$ cat src/common/dance_consts.svh
////////////////////
// build constants for the dance motion block
// values are plain integers and each user casts to its own width
// BEAT_THRESHOLD must fit power_t, BEAT_HOLD_SAMPLES must fit hold_cnt_t
////////////////////
`ifndef DANCE_CONSTS_SVH
`define DANCE_CONSTS_SVH

// number of dancer sprites, dancer 0 leads the sway
`define NUM_DANCERS 4

// audio power above this counts as a loud sample
`define BEAT_THRESHOLD 600

// strobed samples that beating stays high after a beat
`define BEAT_HOLD_SAMPLES 64

// frames between steps, 360 is six seconds at 60 Hz
`define STEP_FRAMES 360

// pixels the lead may drift in x before direction is forced
`define SWAY_TOL 7

`endif

$ cat src/common/dance_pkg.sv
////////////////////
// audio and motion types for the dance block
// dancer_en_t width follows NUM_DANCERS
////////////////////
`include "dance_consts.svh"

package dance_pkg;

  // audio power sample from the front end
  typedef logic [10:0] power_t;

  // one enable bit per dancer, bit 0 is the lead
  typedef logic [`NUM_DANCERS-1:0] dancer_en_t;

  // beat hold down-counter, holds up to 127 samples
  typedef logic [6:0] hold_cnt_t;

  // diagonal sway direction
  // forward moves x and y up, backward moves both down
  typedef enum logic {
    step_backward = 1'b0,
    step_forward  = 1'b1
  } step_dir_t;

  // flags for the board LEDs
  typedef struct packed {
    logic      frame_start;
    logic      beat_hit;
    logic      beating;
    step_dir_t direction;
  } dance_status_t;

endpackage

$ cat src/common/scan_pkg.sv
////////////////////
// screen coordinate types for a 640x480 display
// x is 10 bits and y is 9 bits, no range checking
////////////////////
package scan_pkg;

  // horizontal pixel, 0..639 on screen
  typedef logic [9:0] pix_x_t;

  // vertical pixel, 0..479 on screen
  typedef logic [8:0] pix_y_t;

  // x in the upper bits, y in the lower bits
  // used both for the scan position and a sprite's top-left corner
  typedef struct packed {
    pix_x_t x;
    pix_y_t y;
  } screen_pos_t;

endpackage

$ cat src/beat/beat_detector.sv
////////////////////
// beat finder on strobed audio power samples
// a beat is a quiet to loud step between two strobed samples
// beating holds for BEAT_HOLD_SAMPLES strobes after the last beat
////////////////////
`timescale 1ns/1ps

`include "dance_consts.svh"

module beat_detector (
  input  logic              frame_clk,
  input  logic              reset,
  input  dance_pkg::power_t sample_power,
  input  logic              sample_strobe,
  output logic              beat_hit,
  output logic              beating
);

  localparam dance_pkg::power_t    beat_threshold = dance_pkg::power_t'(`BEAT_THRESHOLD);
  localparam dance_pkg::hold_cnt_t hold_load = dance_pkg::hold_cnt_t'(`BEAT_HOLD_SAMPLES);

  // strictly above threshold
  logic loud;

  // the previous strobed sample was loud
  logic last_loud;

  // rising edge of loudness on this strobe
  logic new_beat;

  // samples left before beating drops
  dance_pkg::hold_cnt_t hold_cnt;

  assign loud     = (sample_power > beat_threshold);
  assign new_beat = sample_strobe && loud && !last_loud;

  always_ff @(posedge frame_clk) begin
    if (reset) begin
      last_loud <= 1'b0;
      beat_hit  <= 1'b0;
      hold_cnt  <= '0;
    end else begin
      beat_hit <= new_beat;
      if (sample_strobe) begin
        last_loud <= loud;
        if (new_beat) begin
          hold_cnt <= hold_load;
        end else if (hold_cnt != '0) begin
          // one more sample without a fresh beat
          hold_cnt <= hold_cnt - dance_pkg::hold_cnt_t'(1);
        end
      end
    end
  end

  // counter is a register so this level is glitch free
  // rises with beat_hit, falls after the strobe that empties the count
  assign beating = (hold_cnt != '0);

endmodule

$ cat src/motion/dancer_mover.sv
////////////////////
// one dancer's diagonal stepping
// steps once per step_frames + 1 frame ticks while beating
// position wraps silently at the coordinate limits
////////////////////
`timescale 1ns/1ps

`include "dance_consts.svh"

module dancer_mover #(
  parameter int step_frames = `STEP_FRAMES
) (
  input  logic                  frame_clk,
  input  logic                  reset,
  input  logic                  frame_start,
  input  logic                  beating,
  input  logic                  enable,
  input  dance_pkg::step_dir_t  direction,
  input  scan_pkg::screen_pos_t home,
  output scan_pkg::screen_pos_t pos
);

  // counter wide enough to hold step_frames itself
  localparam int cnt_w = (step_frames < 1) ? 1 : $clog2(step_frames + 1);
  localparam logic [cnt_w-1:0] cnt_max = cnt_w'(step_frames);

  localparam scan_pkg::pix_x_t x_one = scan_pkg::pix_x_t'(1);
  localparam scan_pkg::pix_y_t y_one = scan_pkg::pix_y_t'(1);

  // frames since the last step, saturating
  logic [cnt_w-1:0] frame_cnt;

  // counter is full at this frame tick and the music allows a step
  logic step_now;

  assign step_now = frame_start && (frame_cnt == cnt_max) && enable && beating;

  always_ff @(posedge frame_clk) begin
    if (reset) begin
      frame_cnt <= '0;
      pos       <= home;
    end else if (step_now) begin
      frame_cnt <= '0;
      if (direction == dance_pkg::step_forward) begin
        pos.x <= pos.x + x_one;
        pos.y <= pos.y + y_one;
      end else begin
        pos.x <= pos.x - x_one;
        pos.y <= pos.y - y_one;
      end
    end else if (frame_start && (frame_cnt != cnt_max)) begin
      // a full counter just waits for beating or enable
      frame_cnt <= frame_cnt + cnt_w'(1);
    end
  end

endmodule

$ cat src/motion/motion_manager.sv
////////////////////
// sway direction and the per-dancer movers
// direction follows dancer 0 against its home x only
// home must stay stable while out of reset
////////////////////
`timescale 1ns/1ps

`include "dance_consts.svh"

module motion_manager #(
  parameter int step_frames = `STEP_FRAMES
) (
  input  logic                  frame_clk,
  input  logic                  reset,
  input  logic                  frame_start,
  input  logic                  beat_hit,
  input  logic                  beating,
  input  dance_pkg::dancer_en_t dancer_en,
  input  scan_pkg::screen_pos_t home [`NUM_DANCERS],
  output scan_pkg::screen_pos_t dancer_pos [`NUM_DANCERS],
  output dance_pkg::step_dir_t  direction
);

  // one extra bit so home +/- tolerance cannot wrap
  localparam logic [10:0] sway_tol = 11'(`SWAY_TOL);

  logic [10:0] lead_x;
  logic [10:0] lead_home_x;

  // lead has drifted too far left or right
  logic too_far_back;
  logic too_far_fwd;

  assign lead_x      = {1'b0, dancer_pos[0].x};
  assign lead_home_x = {1'b0, home[0].x};

  // x < home - tol rewritten as x + tol < home
  assign too_far_back = (lead_x + sway_tol) < lead_home_x;
  assign too_far_fwd  = lead_x > (lead_home_x + sway_tol);

  always_ff @(posedge frame_clk) begin
    if (reset) begin
      direction <= dance_pkg::step_forward;
    end else if (beat_hit) begin
      if (too_far_back) begin
        direction <= dance_pkg::step_forward;
      end else if (too_far_fwd) begin
        direction <= dance_pkg::step_backward;
      end else if (direction == dance_pkg::step_forward) begin
        direction <= dance_pkg::step_backward;
      end else begin
        direction <= dance_pkg::step_forward;
      end
    end
  end

  // all movers share the direction and the frame and beat timing
  for (genvar i = 0; i < `NUM_DANCERS; i++) begin : g_mover
    dancer_mover #(
      .step_frames(step_frames)
    ) u_mover (
      .frame_clk  (frame_clk),
      .reset      (reset),
      .frame_start(frame_start),
      .beating    (beating),
      .enable     (dancer_en[i]),
      .direction  (direction),
      .home       (home[i]),
      .pos        (dancer_pos[i])
    );
  end

endmodule

$ cat src/verilog/dance_floor_top.sv
////////////////////
// dance motion top, everything on frame_clk
// audio strobe must already be synchronous to frame_clk
// status bits all come straight from registers
////////////////////
`timescale 1ns/1ps

`include "dance_consts.svh"

module dance_floor_top #(
  parameter int step_frames = `STEP_FRAMES
) (
  input  logic                     frame_clk,
  input  logic                     reset,
  input  scan_pkg::screen_pos_t    scan_pos,
  input  dance_pkg::power_t        sample_power,
  input  logic                     sample_strobe,
  input  dance_pkg::dancer_en_t    dancer_en,
  input  scan_pkg::screen_pos_t    home [`NUM_DANCERS],
  output scan_pkg::screen_pos_t    dancer_pos [`NUM_DANCERS],
  output dance_pkg::dance_status_t status
);

  logic                 frame_start;
  logic                 beat_hit;
  logic                 beating;
  dance_pkg::step_dir_t direction;

  frame_tick u_frame_tick (
    .frame_clk  (frame_clk),
    .reset      (reset),
    .scan_pos   (scan_pos),
    .frame_start(frame_start)
  );

  beat_detector u_beat_detector (
    .frame_clk    (frame_clk),
    .reset        (reset),
    .sample_power (sample_power),
    .sample_strobe(sample_strobe),
    .beat_hit     (beat_hit),
    .beating      (beating)
  );

  motion_manager #(
    .step_frames(step_frames)
  ) u_motion_manager (
    .frame_clk  (frame_clk),
    .reset      (reset),
    .frame_start(frame_start),
    .beat_hit   (beat_hit),
    .beating    (beating),
    .dancer_en  (dancer_en),
    .home       (home),
    .dancer_pos (dancer_pos),
    .direction  (direction)
  );

  // LED flags
  assign status = '{
    frame_start: frame_start,
    beat_hit:    beat_hit,
    beating:     beating,
    direction:   direction
  };

endmodule

$ cat src/verilog/frame_tick.sv
////////////////////
// one pulse per frame from the video scan position
// the first pulse after reset needs a nonzero scan first
////////////////////
`timescale 1ns/1ps

module frame_tick (
  input  logic                frame_clk,
  input  logic                reset,
  input  scan_pkg::screen_pos_t scan_pos,
  output logic                frame_start
);

  // scan sits at the top-left pixel
  logic at_origin;

  // set once the scan has left the origin, cleared when we fire
  logic armed;

  assign at_origin = (scan_pos == scan_pkg::screen_pos_t'(0));

  always_ff @(posedge frame_clk) begin
    if (reset) begin
      armed       <= 1'b0;
      frame_start <= 1'b0;
    end else begin
      // registered pulse, one cycle after the origin edge
      frame_start <= armed && at_origin;
      if (!at_origin) begin
        armed <= 1'b1;
      end else if (armed) begin
        // origin may be held for many cycles, fire only once
        armed <= 1'b0;
      end
    end
  end

endmodule
$ cat config.mk
export PLATFORM = sky130hd
export DESIGN_NAME = dance_floor_top
export DESIGN_NICKNAME = d
export VERILOG_FILES = /design/src/common/dance_pkg.sv /design/src/common/scan_pkg.sv /design/src/beat/beat_detector.sv /design/src/motion/dancer_mover.sv /design/src/motion/motion_manager.sv /design/src/verilog/dance_floor_top.sv /design/src/verilog/frame_tick.sv
export VERILOG_INCLUDE_DIRS = /design/src /design/src/common
export SDC_FILE = /design/constraint.sdc
export NUM_CORES = 1
export LEC_CHECK = 0
export BUFFER_PORTS_ARGS = -buffer_cell sky130_fd_sc_hd__buf_2
export CELL_PAD_IN_SITES_DETAIL_PLACEMENT = 0
export CELL_PAD_IN_SITES_GLOBAL_PLACEMENT = 1
export CORE_ASPECT_RATIO = 0.7
export CORE_MARGIN = 3
export CORE_UTILIZATION = 35
export CTS_CLUSTER_DIAMETER = 200
export CTS_CLUSTER_SIZE = 25
export DETAILED_ROUTE_END_ITERATION = 8
export GPL_TIMING_DRIVEN = 0
export PLACE_DENSITY = 0.72
export SETUP_SLACK_MARGIN = 0.1
export SYNTH_ARGS = -nofsm -noshare
export SYNTH_HDL_FRONTEND = slang
export SYNTH_SLANG_ARGS = --single-unit
$ cat constraint.sdc
create_clock -name frame_clk -period 8.3 [get_ports frame_clk]
set_input_delay 1.245 -clock frame_clk [delete_from_list [all_inputs] [get_ports frame_clk]]
set_output_delay 1.245 -clock frame_clk [all_outputs]
set_load 0.01 [all_outputs]
---- After elaboration in Yosys (flattened, before gate mapping) ----
Index checks and enable logic that the tools add are counted.
cells by class
  add/sub/neg operators ................... 23
  multiply operators ...................... 0
  divide/modulo/power cells ............... 0
  $lt $le $gt $ge ......................... 3
  equality and inequality tests ........... 8
  shifts and indexed selects .............. 0
  mux-type cells .......................... 18
  bitwise operators ....................... 0
  reduce and logical (&&, ||, !) cells .... 32
operators by type and width
  kind                                                   number
  two-way mux 19 bit                                     12
  adder 9 x 1 -> 9 bit (second input constant)           8
  adder 10 x 1 -> 10 bit (second input constant)         4
  subtractor 10 x 1 -> 10 bit (second input constant)    4
  equality test 9 bit (second input constant)            4
  inequality test 9 bit (second input constant)          4
  subtractor 9 x 1 -> 9 bit (second input constant)      4
  adder 10 x 3 -> 11 bit (second input constant)         2
  logical AND 1 bit                                      19
  zero test 19 bit                                       1
  two-way mux 7 bit                                      2
  > comparator 10 x 11 -> 1 bit                          1
  > comparator 11 x 10 -> 1 bit (second input constant)  1
  < comparator 11 x 10 -> 1 bit                          1
  nonzero test 2 bit                                     5
  OR reduction 2 bit                                     4
  nonzero test 7 bit                                     1
  subtractor 7 x 1 -> 7 bit (second input constant)      1
  two-way mux 1 bit                                      4
  AND reduction 2 bit                                    1
  zero test 1 bit                                        1
word-level totals
  flip-flop bits (word level) ............. 124
  bits in latches ......................... 0
  RAM bits ................................ 0
  bits in read-only memories .............. 0
  memories ................................ 0

---- Longest topological paths before layout ----
Gate-level depths: netlist of run 1.
  depth after elaboration ................. 6
  depth in mapped cells ................... 12
  mapped depth without buffers ............ 12

---- Hierarchy ----
Synthesis of run 1 repeated with hierarchy kept, for this count alone.
unflattened totals
  cells, all modules ...................... 1,045
  area, all modules ....................... 9,705.6 um^2
by module, submodules not included
  module           instances  cells an instance  area an instance (um^2)
  dancer_mover     4          216                2,060.7
  motion_manager   1          106                815.8
  beat_detector    1          61                 511.7
  frame_tick       1          10                 105.1
  dance_floor_top  1          4                  30.0

---- Worst setup path before layout of run 1 ----
Ideal clock, no wire load.
  path kind ............................... register to register
  start point ............................. register u_motion_manager.direction
  end point ............................... register u_motion_manager.g_mover[2].u_mover.pos[18] in the netlist's numbering (data pin)
  setup time .............................. 0.261 ns
  arrival ................................. 3.335 ns
  required time ........................... 8.039 ns
  slack ................................... 4.704 ns
  stages on the path, launching flop included .. 9
  path buffers ............................ 1
  period minus slack after synthesis ...... 3.596 ns
  cell sequence ........................... dfxtp_1 buf_2 inv_1 ha_1 a211o_1 or3_1 o32ai_1 nor3_1 a221o_1
on the way
  word-level cells in the longest chain between the ends .. 3
RTL lines
  what                    RTL line              text
  from (decl)             motion_manager.sv:21  output dance_pkg::step_dir_t direction
  from (signal assigned)  motion_manager.sv:43  direction <= dance_pkg::step_forward;
  from (signal assigned)  motion_manager.sv:46  direction <= dance_pkg::step_forward;
  from (signal assigned)  motion_manager.sv:48  direction <= dance_pkg::step_backward;
  two-way mux 19 bit      dancer_mover.sv:44    if (direction == dance_pkg::step_forward) begin
  two-way mux 19 bit      dancer_mover.sv:42    end else if (step_now) begin
  two-way mux 19 bit      dancer_mover.sv:39    if (reset) begin
  to (signal assigned)    dancer_mover.sv:41    pos <= home;
  to (decl)               dancer_mover.sv:20    output scan_pkg::screen_pos_t pos
Every way passes these cells. The select of a mux whose other input is x is not followed.
A chain may end at the register's enable or synchronous reset.

---- Worst setup path after layout of run 1 ----
  start point ............................. input reset
  end point ............................... register u_motion_manager.g_mover[0].u_mover.pos[5] in the netlist's numbering, enable pin
on the way
  word-level cells in the longest chain between the ends .. 1
RTL lines
  what                          RTL line               text
  from (decl)                   dance_floor_top.sv:14  input logic reset,
  nonzero test 2 bit (no line)  --
  to (signal assigned)          dancer_mover.sv:41
  to (decl)                     dancer_mover.sv:20
Every way passes these cells.

==> results by group, run 1 <==
Timing
  – Post-layout worst setup margin: 4350 ps
  – Final total negative setup slack: 0 ps
  – Maximum clock skew at final layout: between 10 and 15 ps
  – Max frequency: 253 MHz
  – Slew headroom: 0.149
  – Max-slew violations: 0
  – Clock period minus worst slack: roughly 4000 ps
  – Unrepaired setup endpoints after global routing: false
  – Final hold violation count: 0
  – Measured slew at the worst slew-check pin: about 1300 ps
  – Final number of setup-violating endpoints: 0
  – Final cycle utilization of the critical path: 0.476

Finish
  – Antenna diode count: 0
  – Total Nets Final: roughly 1400
  – Fin cells: ~1500
  – Fraction of layout instances using a drive strength above 1: 0.207
  – Relative area change from synthesis to final layout: 21.2%
  – Post-route cell area: about 11000 um2
  – Total of fill cells in the finished design: 2515

Critical path
  – Minimum setup slack among reg-to-reg paths: around 4900 ps
  – Worst reg2reg endpoint: u_motion_manager.g_mover[0].u_mover.pos[17]
  – Slowest CP cell: sky130_fd_sc_hd__nand2_1
  – Worst reg2reg path depth: 9
  – Worst EP arrival: between 3000 and 4000 ps
  – Critical Path Start Type: primary input
  – Reg2reg start: u_motion_manager.direction
  – Worst Setup End Kind: flip-flop
  – Worst endpoint required time: approximately 8300 ps
  – Startpoint-to-endpoint class of the critical path: in -> reg
  – Biggest cell delay along the critical path: ~1000 ps
  – Maximum fanout encountered on the critical timing path: 28
  – List of cells traversed by the critical path: clkbuf_1, clkinv_1, buf_2, buf_1, nand2_1
  – Worst Setup EP: u_motion_manager.g_mover[0].u_mover.pos[5]
  – Launching element of the worst setup path: reset

Placed design
  – Port buffer count: approximately 190
  – Final weighted congestion in routability-driven placement: between 0.8 and 0.9
  – Half-perimeter wire length after placement: approximately 22 mm
  – Number of placed instances, taps included: 1517
  – Cell area after placement: between 10000 and 15000 um2
  – Pre-CTS setup slack: 3820 ps

Yosys
  – Mean instance size in the synthesized netlist: roughly 9.2 um2
  – Number of warning messages in the yosys log: 0
  – Share of synthesized flip-flops with an asynchronous set or reset: 0
  – Combined area of all synthesized cells: between 9000 and 10000 um2
  – Distinct cell type count of the synthesized netlist: ~70
  – Number of enable-type register cells in the synthesized netlist: 76
  – Post-synthesis instance total: 1000
  – Top cell type's share of synthesized area: 0.249
  – Synth top cells by count: sky130_fd_sc_hd__nor2_1, sky130_fd_sc_hd__ha_1, sky130_fd_sc_hd__nand2_1, sky130_fd_sc_hd__edfxtp_1, sky130_fd_sc_hd__o21ai_0
  – Biggest area consumer among synthesized cells: sky130_fd_sc_hd__edfxtp_1
  – Dominant cell by count in the synthesized netlist: sky130_fd_sc_hd__nor2_1
  – Sequential-to-total area share from yosys stat: 0.354
  – Flops & latches, synth: ~120
  – Most frequently used flop master after synthesis: sky130_fd_sc_hd__edfxtp_1
  – Main area contributors after synthesis: sky130_fd_sc_hd__edfxtp_1, sky130_fd_sc_hd__ha_1, sky130_fd_sc_hd__dfxtp_1, sky130_fd_sc_hd__xnor2_1, sky130_fd_sc_hd__nor2_1
  – Syn nets: approximately 1200

Die
  – Placement row count: between 40 and 50
  – Initial standard-cell utilization of the core: 0.364
  – CORE AREA: 25200 um2
  – DIE AREA: 28200 um2
  – Die W: around 200 um
  – Chip height: ~140 um
  – I/O pin cnt: 193

Route
  – Sum of routed wire length over all layers: just under 30 mm
  – Remaining routing DRC violations: 0
  – TritonRoute pass-1 iters: 5
  – Routed WL per cell: 18.7 um
  – Number of antenna-violating nets in the routed design: 0
  – Detailed-route via count: around 8300
  – Starting DRC count in detailed routing: between 600 and 700
  – Post-DR vias/cell: ~5.4

Global route
  – Remaining Overflow, GRT: 0
  – Antenna violations before repair: 0
  – First-pass GRT wire length: 45.3 mm
  – Vias in the first global route: 7877
  – Total routing resource utilization after global routing: 0.207
  – Pin count of the biggest net entering global routing: 48

Clocking
  – Number of buffers on the longest clock path: 2
  – Clock insertion delay at the later pin of the skew report: around 430 ps
  – TritonCTS clock tree: yes
  – Hold bufs inserted after CTS: 0
  – Count of clock tree sinks: 124
  – Clk slew on worst S/H paths: 60 ps
  – Clock Tree Root: sky130_fd_sc_hd__clkbuf_16
  – Cts repair resizes: 0
  – Post-CTS Setup Inserts: 0
  – Number of H-tree branching levels: 4
  – Inserted Clock Buffers: 17

Pwr
  – Power density over the cells: between 150 and 200 nW/um2
  – Overall power of the completed layout: about 0.0022 W
  – Pleak: between 4 and 5 nW
  – Maximum ir drop on the vdd rail: 0.000161 V

Min path
  – Hold crit path type: reg -> reg
  – Depth of the worst hold-timing path: 1

Job
  – Max_cap viols: 0

Outcome
  – Result of the run: completed
==> per-stage QoR <==
step,hold slack (ps),util
2_1_floorplan,437,-
3_3_place_gp,453,0.418
3_5_place_dp,457,0.420
4_1_cts,473,0.441
5_1_grt,509,0.441
6_report,465,0.441
==> cells by family after synthesis <==
logic type	share of synthesized area
buffers and inverters	0.0355
AND/OR/NAND/NOR	0.202
AO/OA/AOI/OAI	0.169
XOR/XNOR	0.0822
flip-flops	0.354
multiplexers	0.0153
adder cells (fa/ha/maj)	0.142
==> cell usage in the layout (no fill, tap or decap), types with 5 or more instances in the layout <==
cell                         count
sky130_fd_sc_hd__and3_1          5
sky130_fd_sc_hd__inv_1          53
sky130_fd_sc_hd__o21a_1          6
sky130_fd_sc_hd__or4_1          13
sky130_fd_sc_hd__a221oi_1        9
sky130_fd_sc_hd__dfxtp_1        48
sky130_fd_sc_hd__nor3_1         26
sky130_fd_sc_hd__or2_2           7
sky130_fd_sc_hd__a2111oi_0       9
sky130_fd_sc_hd__or3_1          14
sky130_fd_sc_hd__nor2_1         97
sky130_fd_sc_hd__o31ai_1         6
sky130_fd_sc_hd__nand2_1        82
sky130_fd_sc_hd__xor2_1         28
sky130_fd_sc_hd__nand3_1        33
sky130_fd_sc_hd__a21o_1         17
sky130_fd_sc_hd__o211ai_1       15
sky130_fd_sc_hd__a31oi_1         6
sky130_fd_sc_hd__buf_2         193
sky130_fd_sc_hd__nand2b_1        8
sky130_fd_sc_hd__xnor2_1        58
sky130_fd_sc_hd__nand4_1        21
sky130_fd_sc_hd__mux2_2          8
sky130_fd_sc_hd__o21ai_0        64
sky130_fd_sc_hd__nor4_1         12
sky130_fd_sc_hd__clkbuf_1       19
sky130_fd_sc_hd__edfxtp_1       76
sky130_fd_sc_hd__clkbuf_16      17
sky130_fd_sc_hd__ha_1           91
sky130_fd_sc_hd__o21bai_1        7
sky130_fd_sc_hd__mux2i_1         5
sky130_fd_sc_hd__nor3b_1        20
sky130_fd_sc_hd__fa_1            8
sky130_fd_sc_hd__clkinvlp_4      5
sky130_fd_sc_hd__a21oi_1        48
sky130_fd_sc_hd__nor2b_1         9
sky130_fd_sc_hd__a211oi_1        7
==> how the worst min path moves through the flow <==
stage,slack (ps),endpoint,from
3_5_place_dp,460,u_frame_tick.frame_start,u_frame_tick.armed
2_1_floorplan,440,u_frame_tick.frame_start,u_frame_tick.armed
3_3_place_gp,450,u_frame_tick.frame_start,u_frame_tick.armed
6_report,460,u_frame_tick.frame_start,u_frame_tick.armed
4_1_cts,470,u_frame_tick.frame_start,u_frame_tick.armed
5_1_grt,510,u_beat_detector.beat_hit,u_beat_detector.last_loud
==> final cells by class <==
type	count	area [um2]	share of cell area
Buffer	27	119	0.0107
Multi-Input combinational cell	794	5600	0.504
Timing Repair Buffer	192	983	0.0886
Sequential cell	124	3240	0.292
Tap cell	325	407	0.0366
Clock buffer	18	429	0.0386
Clock inverter	14	120	0.0108
Inverter	55	209	0.0188
==> critical path: cells and delay by family <==
| kind | cells | cell delay, ps |
|---|---|---|
| buf+inv | 4 | 1680 |
| simple gates | 1 | 1040 |
==> routing by layer <==
layer / global-route usage / wire length, um / vias to the layer above / share of wire
li1: - / - / 4150 / -
met1: 0.319 / 14700 / 3894 / 0.51
met2: 0.301 / 12200 / 252 / 0.42
met3: 0.0370 / 1750 / 16 / 0.060
met4: 0.0448 / 316 / 0 / 0.011
met5: 0 / 0 / - / 0
==> flip-flops by register name (all words and copies together), names as in the netlist <==
name                                        count
u_beat_detector.beat_hit                        1
u_beat_detector.hold_cnt                        7
u_beat_detector.last_loud                       1
u_frame_tick.armed                              1
u_frame_tick.frame_start                        1
u_motion_manager.direction                      1
u_motion_manager.g_mover.u_mover.frame_cnt     36
u_motion_manager.g_mover.u_mover.pos           76
==> where the power goes <==
part	leakage [nW]	switching (W)	total [W]	internal, W
Combinational	3.24	0.000375	0.000665	0.000291
Sequential	1.14	0.0000533	0.000784	0.000731
Clock	0.254	0.000304	0.000714	0.000410
Note: power is estimated with default switching activity, not from simulation.
==> run 2, diff against run 1 <==
--- a/config.mk
+++ b/config.mk
@@ -6,6 +6,7 @@
 export SDC_FILE = /design/constraint.sdc
 export NUM_CORES = 1
 export LEC_CHECK = 0
+export ABC_AREA = 1
 export BUFFER_PORTS_ARGS = -buffer_cell sky130_fd_sc_hd__buf_2
 export CELL_PAD_IN_SITES_DETAIL_PLACEMENT = 0
 export CELL_PAD_IN_SITES_GLOBAL_PLACEMENT = 1
@@ -16,7 +17,7 @@
 export CTS_CLUSTER_SIZE = 25
 export DETAILED_ROUTE_END_ITERATION = 8
 export GPL_TIMING_DRIVEN = 0
-export PLACE_DENSITY = 0.72
+export PLACE_DENSITY = 0.77
 export SETUP_SLACK_MARGIN = 0.1
 export SYNTH_ARGS = -nofsm -noshare
 export SYNTH_HDL_FRONTEND = slang
==> constraint.sdc (replaced) <==
create_clock -name frame_clk -period 3.6 [get_ports frame_clk]
set_input_delay 0.54 -clock frame_clk [delete_from_list [all_inputs] [get_ports frame_clk]]
set_output_delay 0.54 -clock frame_clk [all_outputs]
set_load 0.01 [all_outputs]
==> results by group, run 2 <==
Outcome
  – Result of the run: completed (unchanged)

Clocking
  – Clock insertion delay at the later pin of the skew report: 430 ps (about the same)
  – Number of buffers on the longest clock path: 2 (unchanged)
  – Cts repair resizes: 0 (unchanged)
  – Count of clock tree sinks: 124 (unchanged)
  – Clock Tree Root: sky130_fd_sc_hd__clkbuf_16 (unchanged)
  – Number of H-tree branching levels: 4 (unchanged)
  – Clk slew on worst S/H paths: 70 ps (was 60 ps)
  – Inserted Clock Buffers: 17 (unchanged)
  – Hold bufs inserted after CTS: 0 (unchanged)
  – Post-CTS Setup Inserts: 0 (unchanged)
  – TritonCTS clock tree: yes (unchanged)

Yosys
  – Synth top cells by count: sky130_fd_sc_hd__nand2_1, sky130_fd_sc_hd__a21oi_1, sky130_fd_sc_hd__inv_1, sky130_fd_sc_hd__ha_1, sky130_fd_sc_hd__edfxtp_1 (was sky130_fd_sc_hd__nor2_1, sky130_fd_sc_hd__ha_1, sky130_fd_sc_hd__nand2_1, sky130_fd_sc_hd__edfxtp_1, sky130_fd_sc_hd__o21ai_0)
  – Combined area of all synthesized cells: 9120 um2 (was 9160 um2)
  – Share of synthesized flip-flops with an asynchronous set or reset: 0 (unchanged)
  – Post-synthesis instance total: 1191 (was 1000)
  – Dominant cell by count in the synthesized netlist: sky130_fd_sc_hd__nand2_1 (was sky130_fd_sc_hd__nor2_1)
  – Most frequently used flop master after synthesis: sky130_fd_sc_hd__edfxtp_1 (unchanged)
  – Number of enable-type register cells in the synthesized netlist: 76 (unchanged)
  – Main area contributors after synthesis: sky130_fd_sc_hd__edfxtp_1, sky130_fd_sc_hd__nand2_1, sky130_fd_sc_hd__ha_1, sky130_fd_sc_hd__dfxtp_1, sky130_fd_sc_hd__a21oi_1 (was sky130_fd_sc_hd__edfxtp_1, sky130_fd_sc_hd__ha_1, sky130_fd_sc_hd__dfxtp_1, sky130_fd_sc_hd__xnor2_1, sky130_fd_sc_hd__nor2_1)
  – Top cell type's share of synthesized area: 0.250 (was 0.249)
  – Sequential-to-total area share from yosys stat: 0.356 (was 0.354)
  – Number of warning messages in the yosys log: 0 (unchanged)
  – Mean instance size in the synthesized netlist: 7.66 um2 (was 9.16 um2)
  – Syn nets: 1403 (was 1212)
  – Biggest area consumer among synthesized cells: sky130_fd_sc_hd__edfxtp_1 (unchanged)
  – Flops & latches, synth: 124 (unchanged)
  – Distinct cell type count of the synthesized netlist: 42 (was 69)

Route
  – Number of antenna-violating nets in the routed design: 0 (unchanged)
  – Starting DRC count in detailed routing: 584 (was 656)
  – Detailed-route via count: 8735 (was 8312)
  – TritonRoute pass-1 iters: 5 (unchanged)
  – Routed WL per cell: 15.9 um (was 18.7 um)
  – Remaining routing DRC violations: 0 (unchanged)
  – Post-DR vias/cell: 5.02 (was 5.37)
  – Sum of routed wire length over all layers: 27.7 mm (was 28.9 mm)

Global route
  – First-pass GRT wire length: 42.7 mm (was 45.3 mm)
  – Vias in the first global route: 7797 (was 7877)
  – Total routing resource utilization after global routing: 0.196 (was 0.207)
  – Pin count of the biggest net entering global routing: 71 (was 48)
  – Remaining Overflow, GRT: 0 (unchanged)
  – Antenna violations before repair: 0 (unchanged)

Finish
  – Fraction of layout instances using a drive strength above 1: 0.186 (was 0.207)
  – Register with the most flip-flops: u_motion_manager.g_mover.u_mover.pos (unchanged)
  – Total Nets Final: 1613 (was 1423)
  – Regs by FF count: u_motion_manager.g_mover.u_mover.pos x76, u_motion_manager.g_mover.u_mover.frame_cnt x36, u_beat_detector.hold_cnt x7 (unchanged)
  – Leading cell type in the layout, fill and taps excluded: sky130_fd_sc_hd__nand2_1 (was sky130_fd_sc_hd__buf_2)
  – Fin cells: 1739 (was 1549)
  – Antenna diode count: 0 (unchanged)
  – Most used cells in the layout excluding fill and tap cells: sky130_fd_sc_hd__nand2_1, sky130_fd_sc_hd__buf_2, sky130_fd_sc_hd__a21oi_1 (was sky130_fd_sc_hd__buf_2, sky130_fd_sc_hd__nor2_1, sky130_fd_sc_hd__ha_1)
  – Relative area change from synthesis to final layout: 22.5% (was 21.2%)
  – Max reg flops: 76 (unchanged)
  – Fin util: 0.445 (was 0.441)

Placed design
  – Number of placed instances, taps included: 1707 (was 1517)
  – Port buffer count: 191 (unchanged)
  – Half-perimeter wire length after placement: 21.0 mm (was 21.5 mm)
  – Final weighted congestion in routability-driven placement: 0.838 (was 0.822)

Critical path
  – Maximum fanout encountered on the critical timing path: 70 (was 28)
  – Gate family responsible for the most delay along the worst path: buffers and inverters (unchanged)
  – Startpoint-to-endpoint class of the critical path: reg -> reg (was in -> reg)
  – Slowest CP cell: sky130_fd_sc_hd__inv_4 (was sky130_fd_sc_hd__nand2_1)
  – Buffer and inverter count on the worst path: 2 (was 4)
  – List of cells traversed by the critical path: buf_2, inv_4, ha_1, a21oi_1, nor2_1, o21ai_0, nand4_1, or2_2, nand3_1, o21ai_0 (was clkbuf_1, clkinv_1, buf_2, buf_1, nand2_1)
  – Worst endpoint required time: 3740 ps (was 8340 ps)
  – Worst Setup End Kind: flip-flop (unchanged)
  – Minimum setup slack among reg-to-reg paths: 430 ps (was 4850 ps)
  – Biggest cell delay along the critical path: 670 ps (was 1040 ps)
  – Critical Path Start Type: flip-flop (was primary input)
  – Worst EP arrival: 3310 ps (was 3990 ps)
  – Cell mode on critical path: sky130_fd_sc_hd__o21ai_0

Timing
  – Unrepaired setup endpoints after global routing: false (unchanged)
  – Clock period minus worst slack: around 3200 ps
  – Final total negative setup slack: 0 ps (unchanged)
  – Max-slew violations: 0 (unchanged)
  – Final cycle utilization of the critical path: 0.881
  – Measured slew at the worst slew-check pin: 944 ps (was 1270 ps)
  – Final hold violation count: 0 (unchanged)
  – Maximum clock skew at final layout: 11.6 ps (was 10.5 ps)
  – Slew headroom: 0.371 (was 0.149)
  – Max frequency: around 320 MHz
  – Final number of setup-violating endpoints: 0 (unchanged)

Pwr
  – Overall power of the completed layout: 0.00522 W (was 0.00216 W)
  – Power density over the cells: 467 nW/um2 (was 195 nW/um2)
  – Maximum ir drop on the vdd rail: 0.000353 V (was 0.000161 V)
  – Pleak: 5.14 nW (was 4.63 nW)

Die
  – Placement row count: 48 (unchanged)
  – Initial standard-cell utilization of the core: 0.363 (was 0.364)
  – I/O pin cnt: 193 (unchanged)
  – Chip height: 141 um (about the same)
  – CORE AREA: 25100 um2 (was 25200 um2)
  – DIE AREA: 28100 um2 (was 28200 um2)
  – Die W: 199 um (about the same)

Job
  – Max_cap viols: 0 (unchanged)

Min path
  – Hold crit path type: in -> reg (was reg -> reg)
[run 2: cell types whose count changed after synthesis, sizes merged, moves of 10 or more]
cell   delta
nand2   +239
a21o     -13
nor2     -22
o21ai    +12
xnor2    -48
a21oi    +81
nand4    -10
nor3b    -18
or3      -14
nand3    +41
inv      +66
or4      -14
[run 2: power breakdown]
part / switching [W] / internal, W / leakage (nW)
combinational: 0.000892 / 0.000564 / 3.66
clock: 0.000714 / 0.00127 / 0.341
sequential: 0.000111 / 0.00167 / 1.14
total: 0.00172 / 0.00350 / 5.14
[run 2: final cells by class]
| type | count | area [um2] |
|---|---|---|
| fill | 2555 | 13900 |
| tap | 325 | 407 |
| clock buffer | 23 | 576 |
| timing repair buffer | 191 | 956 |
| buffer | 23 | 106 |
| clock inverter | 9 | 111 |
| sequential | 124 | 3240 |
| multi-input combinational | 924 | 5320 |
| inverter | 120 | 455 |
[run 2: kinds of logic after synthesis]
family,Yosys count,share of synthesized area
compound gates,239,0.144
simple gates,542,0.254
fa+ha+maj,99,0.142
flops,124,0.356
xor+xnor,44,0.0423
buf+inv,143,0.0613
[run 2: path summary, 6_finish.rpt]
check	from	end	depth (start not counted)
min reg2reg	u_frame_tick.armed	u_frame_tick.frame_start	2
max reg2reg	u_motion_manager.direction	u_motion_manager.g_mover[0].u_mover.pos[18]	10
min	home[10]	u_motion_manager.g_mover[3].u_mover.pos[10]	3
max	u_motion_manager.direction	u_motion_manager.g_mover[0].u_mover.pos[18]	10
[run 2: metrics by stage]
step | hold slack [ps] | instance area, um2 | setup slack [ps]
global placement | 415 | 10500 | -988
CTS | 366 | 11200 | 466
finish | 380 | 11200 | 427
global route | 368 | 11200 | 172
detailed placement | 419 | 10500 | 483
floorplan | 410 | 9120 | 216
[run 2: routing by layer]
layer	GRT usage	part of all wire
met1	0.303	0.52
met2	0.283	0.40
met3	0.0349	0.062
met4	0.0429	0.011
met5	0	0
[run 2: worst min-delay path, stage by stage]
cell and delay, ps:
sky130_fd_sc_hd__buf_2 80, sky130_fd_sc_hd__nand2_1 40, sky130_fd_sc_hd__nand2_1 50
==> run 3, diff against run 2 <==
--- a/config.mk
+++ b/config.mk
@@ -18,6 +18,7 @@
 export DETAILED_ROUTE_END_ITERATION = 8
 export GPL_TIMING_DRIVEN = 0
 export PLACE_DENSITY = 0.77
+export REMOVE_ABC_BUFFERS = 1
 export SETUP_SLACK_MARGIN = 0.1
 export SYNTH_ARGS = -nofsm -noshare
 export SYNTH_HDL_FRONTEND = slang
==> results by group, run 3 (synthesized netlist as in run 2, its figures left out) <==
Outcome
  – Result of the run: completed (unchanged)

Finish
  – Fraction of layout instances using a drive strength above 1: 0.184 (was 0.186)
  – Relative area change from synthesis to final layout: 21.5% (was 22.5%)
  – Most used cells in the layout excluding fill and tap cells: sky130_fd_sc_hd__nand2_1, sky130_fd_sc_hd__buf_2, sky130_fd_sc_hd__a21oi_1 (unchanged)
  – Max reg flops: 76 (unchanged)
  – Antenna diode count: 0 (unchanged)
  – Leading cell type in the layout, fill and taps excluded: sky130_fd_sc_hd__nand2_1 (unchanged)
  – Register with the most flip-flops: u_motion_manager.g_mover.u_mover.pos (unchanged)
  – Total Nets Final: 1593 (was 1613)
  – Regs by FF count: u_motion_manager.g_mover.u_mover.pos x76, u_motion_manager.g_mover.u_mover.frame_cnt x36, u_beat_detector.hold_cnt x7 (unchanged)

Clocking
  – Inserted Clock Buffers: 17 (unchanged)
  – Hold bufs inserted after CTS: 0 (unchanged)
  – Number of H-tree branching levels: 4 (unchanged)
  – Clock insertion delay at the later pin of the skew report: 420 ps (was 430 ps)
  – Count of clock tree sinks: 124 (unchanged)
  – TritonCTS clock tree: yes (unchanged)
  – Number of buffers on the longest clock path: 2 (unchanged)
  – Clock Tree Root: sky130_fd_sc_hd__clkbuf_16 (unchanged)
  – Clk slew on worst S/H paths: 70 ps (about the same)

Die
  – DIE AREA: 28100 um2 (unchanged)
  – Chip height: 141 um (unchanged)
  – Placement row count: 48 (unchanged)
  – CORE AREA: 25100 um2 (unchanged)
  – Die W: 199 um (unchanged)
  – I/O pin cnt: 193 (unchanged)
  – Initial standard-cell utilization of the core: 0.363 (unchanged)

Global route
  – Vias in the first global route: 8013 (was 7797)
  – Remaining Overflow, GRT: 0 (unchanged)
  – First-pass GRT wire length: 39.7 mm (was 42.7 mm)
  – Pin count of the biggest net entering global routing: 78 (was 71)
  – Total routing resource utilization after global routing: 0.175 (was 0.196)
  – Antenna violations before repair: 1 (was 0)

Route
  – Sum of routed wire length over all layers: 24.3 mm (was 27.7 mm)
  – TritonRoute pass-1 iters: 7 (was 5)
  – Detailed-route via count: 8380 (was 8735)
  – Number of antenna-violating nets in the routed design: 0 (unchanged)
  – Routed WL per cell: 14.1 um (was 15.9 um)
  – Remaining routing DRC violations: 0 (unchanged)
  – Post-DR vias/cell: 4.87 (was 5.02)
  – Starting DRC count in detailed routing: 560 (was 584)

Timing
  – Final cycle utilization of the critical path: 0.843 (was 0.881)
  – Max-slew violations: 0 (unchanged)
  – Final hold violation count: 0 (unchanged)
  – Fin Hold WS: 383 ps (was 380 ps)
  – Slew headroom: 0.398 (was 0.371)
  – Maximum clock skew at final layout: 12.2 ps (was 11.6 ps)
  – Max frequency: 329 MHz (was 315 MHz)
  – Unrepaired setup endpoints after global routing: false (unchanged)
  – Measured slew at the worst slew-check pin: 904 ps (was 944 ps)
  – Clock period minus worst slack: 3040 ps (was 3170 ps)
  – Final number of setup-violating endpoints: 0 (unchanged)

Critical path
  – Worst EP arrival: 3210 ps (was 3310 ps)
  – Buffer and inverter count on the worst path: 1 (was 2)
  – Gate family responsible for the most delay along the worst path: buffers and inverters (unchanged)
  – Reg2reg start: u_motion_manager.direction (unchanged)
  – Slowest CP cell: sky130_fd_sc_hd__inv_4 (unchanged)
  – Critical Path Start Type: flip-flop (unchanged)
  – Biggest cell delay along the critical path: 710 ps (was 670 ps)
  – Minimum setup slack among reg-to-reg paths: 560 ps (was 430 ps)
  – Worst reg2reg path depth: 9 (was 10)
  – Startpoint-to-endpoint class of the critical path: reg -> reg (unchanged)
  – Maximum fanout encountered on the critical timing path: 70 (unchanged)
  – Launching element of the worst setup path: u_motion_manager.direction (unchanged)
  – Worst reg2reg endpoint: u_motion_manager.g_mover[1].u_mover.pos[16] (was u_motion_manager.g_mover[0].u_mover.pos[18])
  – Cell mode on critical path: sky130_fd_sc_hd__nand2_1 (was sky130_fd_sc_hd__o21ai_0)
  – Worst Setup End Kind: flip-flop (unchanged)
  – Stages on worst setup path: 9 (was 10)
  – Worst endpoint required time: 3780 ps (was 3740 ps)
  – Worst Setup EP: u_motion_manager.g_mover[1].u_mover.pos[16] (was u_motion_manager.g_mover[0].u_mover.pos[18])
  – List of cells traversed by the critical path: inv_4, ha_1, a21oi_1, nand2_1, a31oi_1, o21bai_1, or2_2, nand3_1, nand2_1 (was buf_2, inv_4, ha_1, a21oi_1, nor2_1, o21ai_0, nand4_1, or2_2, nand3_1, o21ai_0)

Job
  – Max_cap viols: 0 (unchanged)

Min path
  – Hold crit path type: in -> reg (unchanged)
  – Launch instance of the worst min-delay path: home[2] (was home[10])
  – Depth of the worst hold-timing path: 3 (unchanged)

Placed design
  – Final weighted congestion in routability-driven placement: 0.817 (was 0.838)
  – Port buffer count: 192 (was 191)
  – Half-perimeter wire length after placement: 18.1 mm (was 21.0 mm)

Pwr
  – Power density over the cells: 457 nW/um2 (was 467 nW/um2)
  – Pleak: 5.09 nW (was 5.14 nW)
  – Maximum ir drop on the vdd rail: 0.000262 V (was 0.000353 V)
  – Overall power of the completed layout: 0.00507 W (was 0.00522 W)
run 3: cell count changes in the layout (fill, tap and decap cells not counted), sizes merged:
| cell | previous run | this run |
|---|---|---|
| buf | 205 | 194 |
| clkbuf | 32 | 25 |
| clkinv | 5 | 3 |
run 3: stage by stage:
step                      instances  setup WS (ps)  utilization  instance area [um2]  TNS (ps)
final                          1719            564        0.441                11100         0
after floorplan                1168            177            -                 9010         0
after detailed placement       1687            200        0.416                10400         0
after global placement         1685          -1380        0.414                10400    -72760
after global routing           1719            362        0.441                11100         0
after CTS                      1719            190        0.441                11100         0
run 3: worst min-delay path by stage:
stage                                                  endpoint
floorplan                              u_frame_tick.frame_start
global placement                       u_frame_tick.frame_start
detailed placement                     u_frame_tick.frame_start
CTS                  u_motion_manager.g_mover[1].u_mover.pos[2]
global route        u_motion_manager.g_mover[3].u_mover.pos[18]
finish               u_motion_manager.g_mover[3].u_mover.pos[2]
run 3: area by class of cell:
cell class | count | area, um2
multi-input cells | 924 | 5320
repair buffers | 194 | 1010
flip-flops and latches | 124 | 3240
clock inverters | 7 | 95.1
clock buffers | 25 | 551
inverters | 120 | 455
well taps | 325 | 407
fillers | 2549 | 14000
run 3: what timing repair did:
item	in CTS	in global routing
buffers inserted	0	0
endpoints found under the setup margin	0	3
gates resized for setup	0	1
run 3: layer usage:
layer,up-vias,wire length [um],global-route usage
met4,0,242,0.0399
met2,178,9920,0.262
met3,18,1110,0.0373
met1,3749,13000,0.257
met5,-,0,0
li1,4435,-,-
run 3: report_power, final:
group	total [W]	internal (W)	switching, W
sequential	0.00177	0.00167	0.000108
combinational	0.00140	0.000550	0.000852
clock	0.00189	0.00121	0.000684
total	0.00507	0.00342	0.00164
run 3: tightest hold or removal path, delay by kind of cell:
kind          cells  cell delay (ps)
simple gates      2               90
buf+inv           1               80
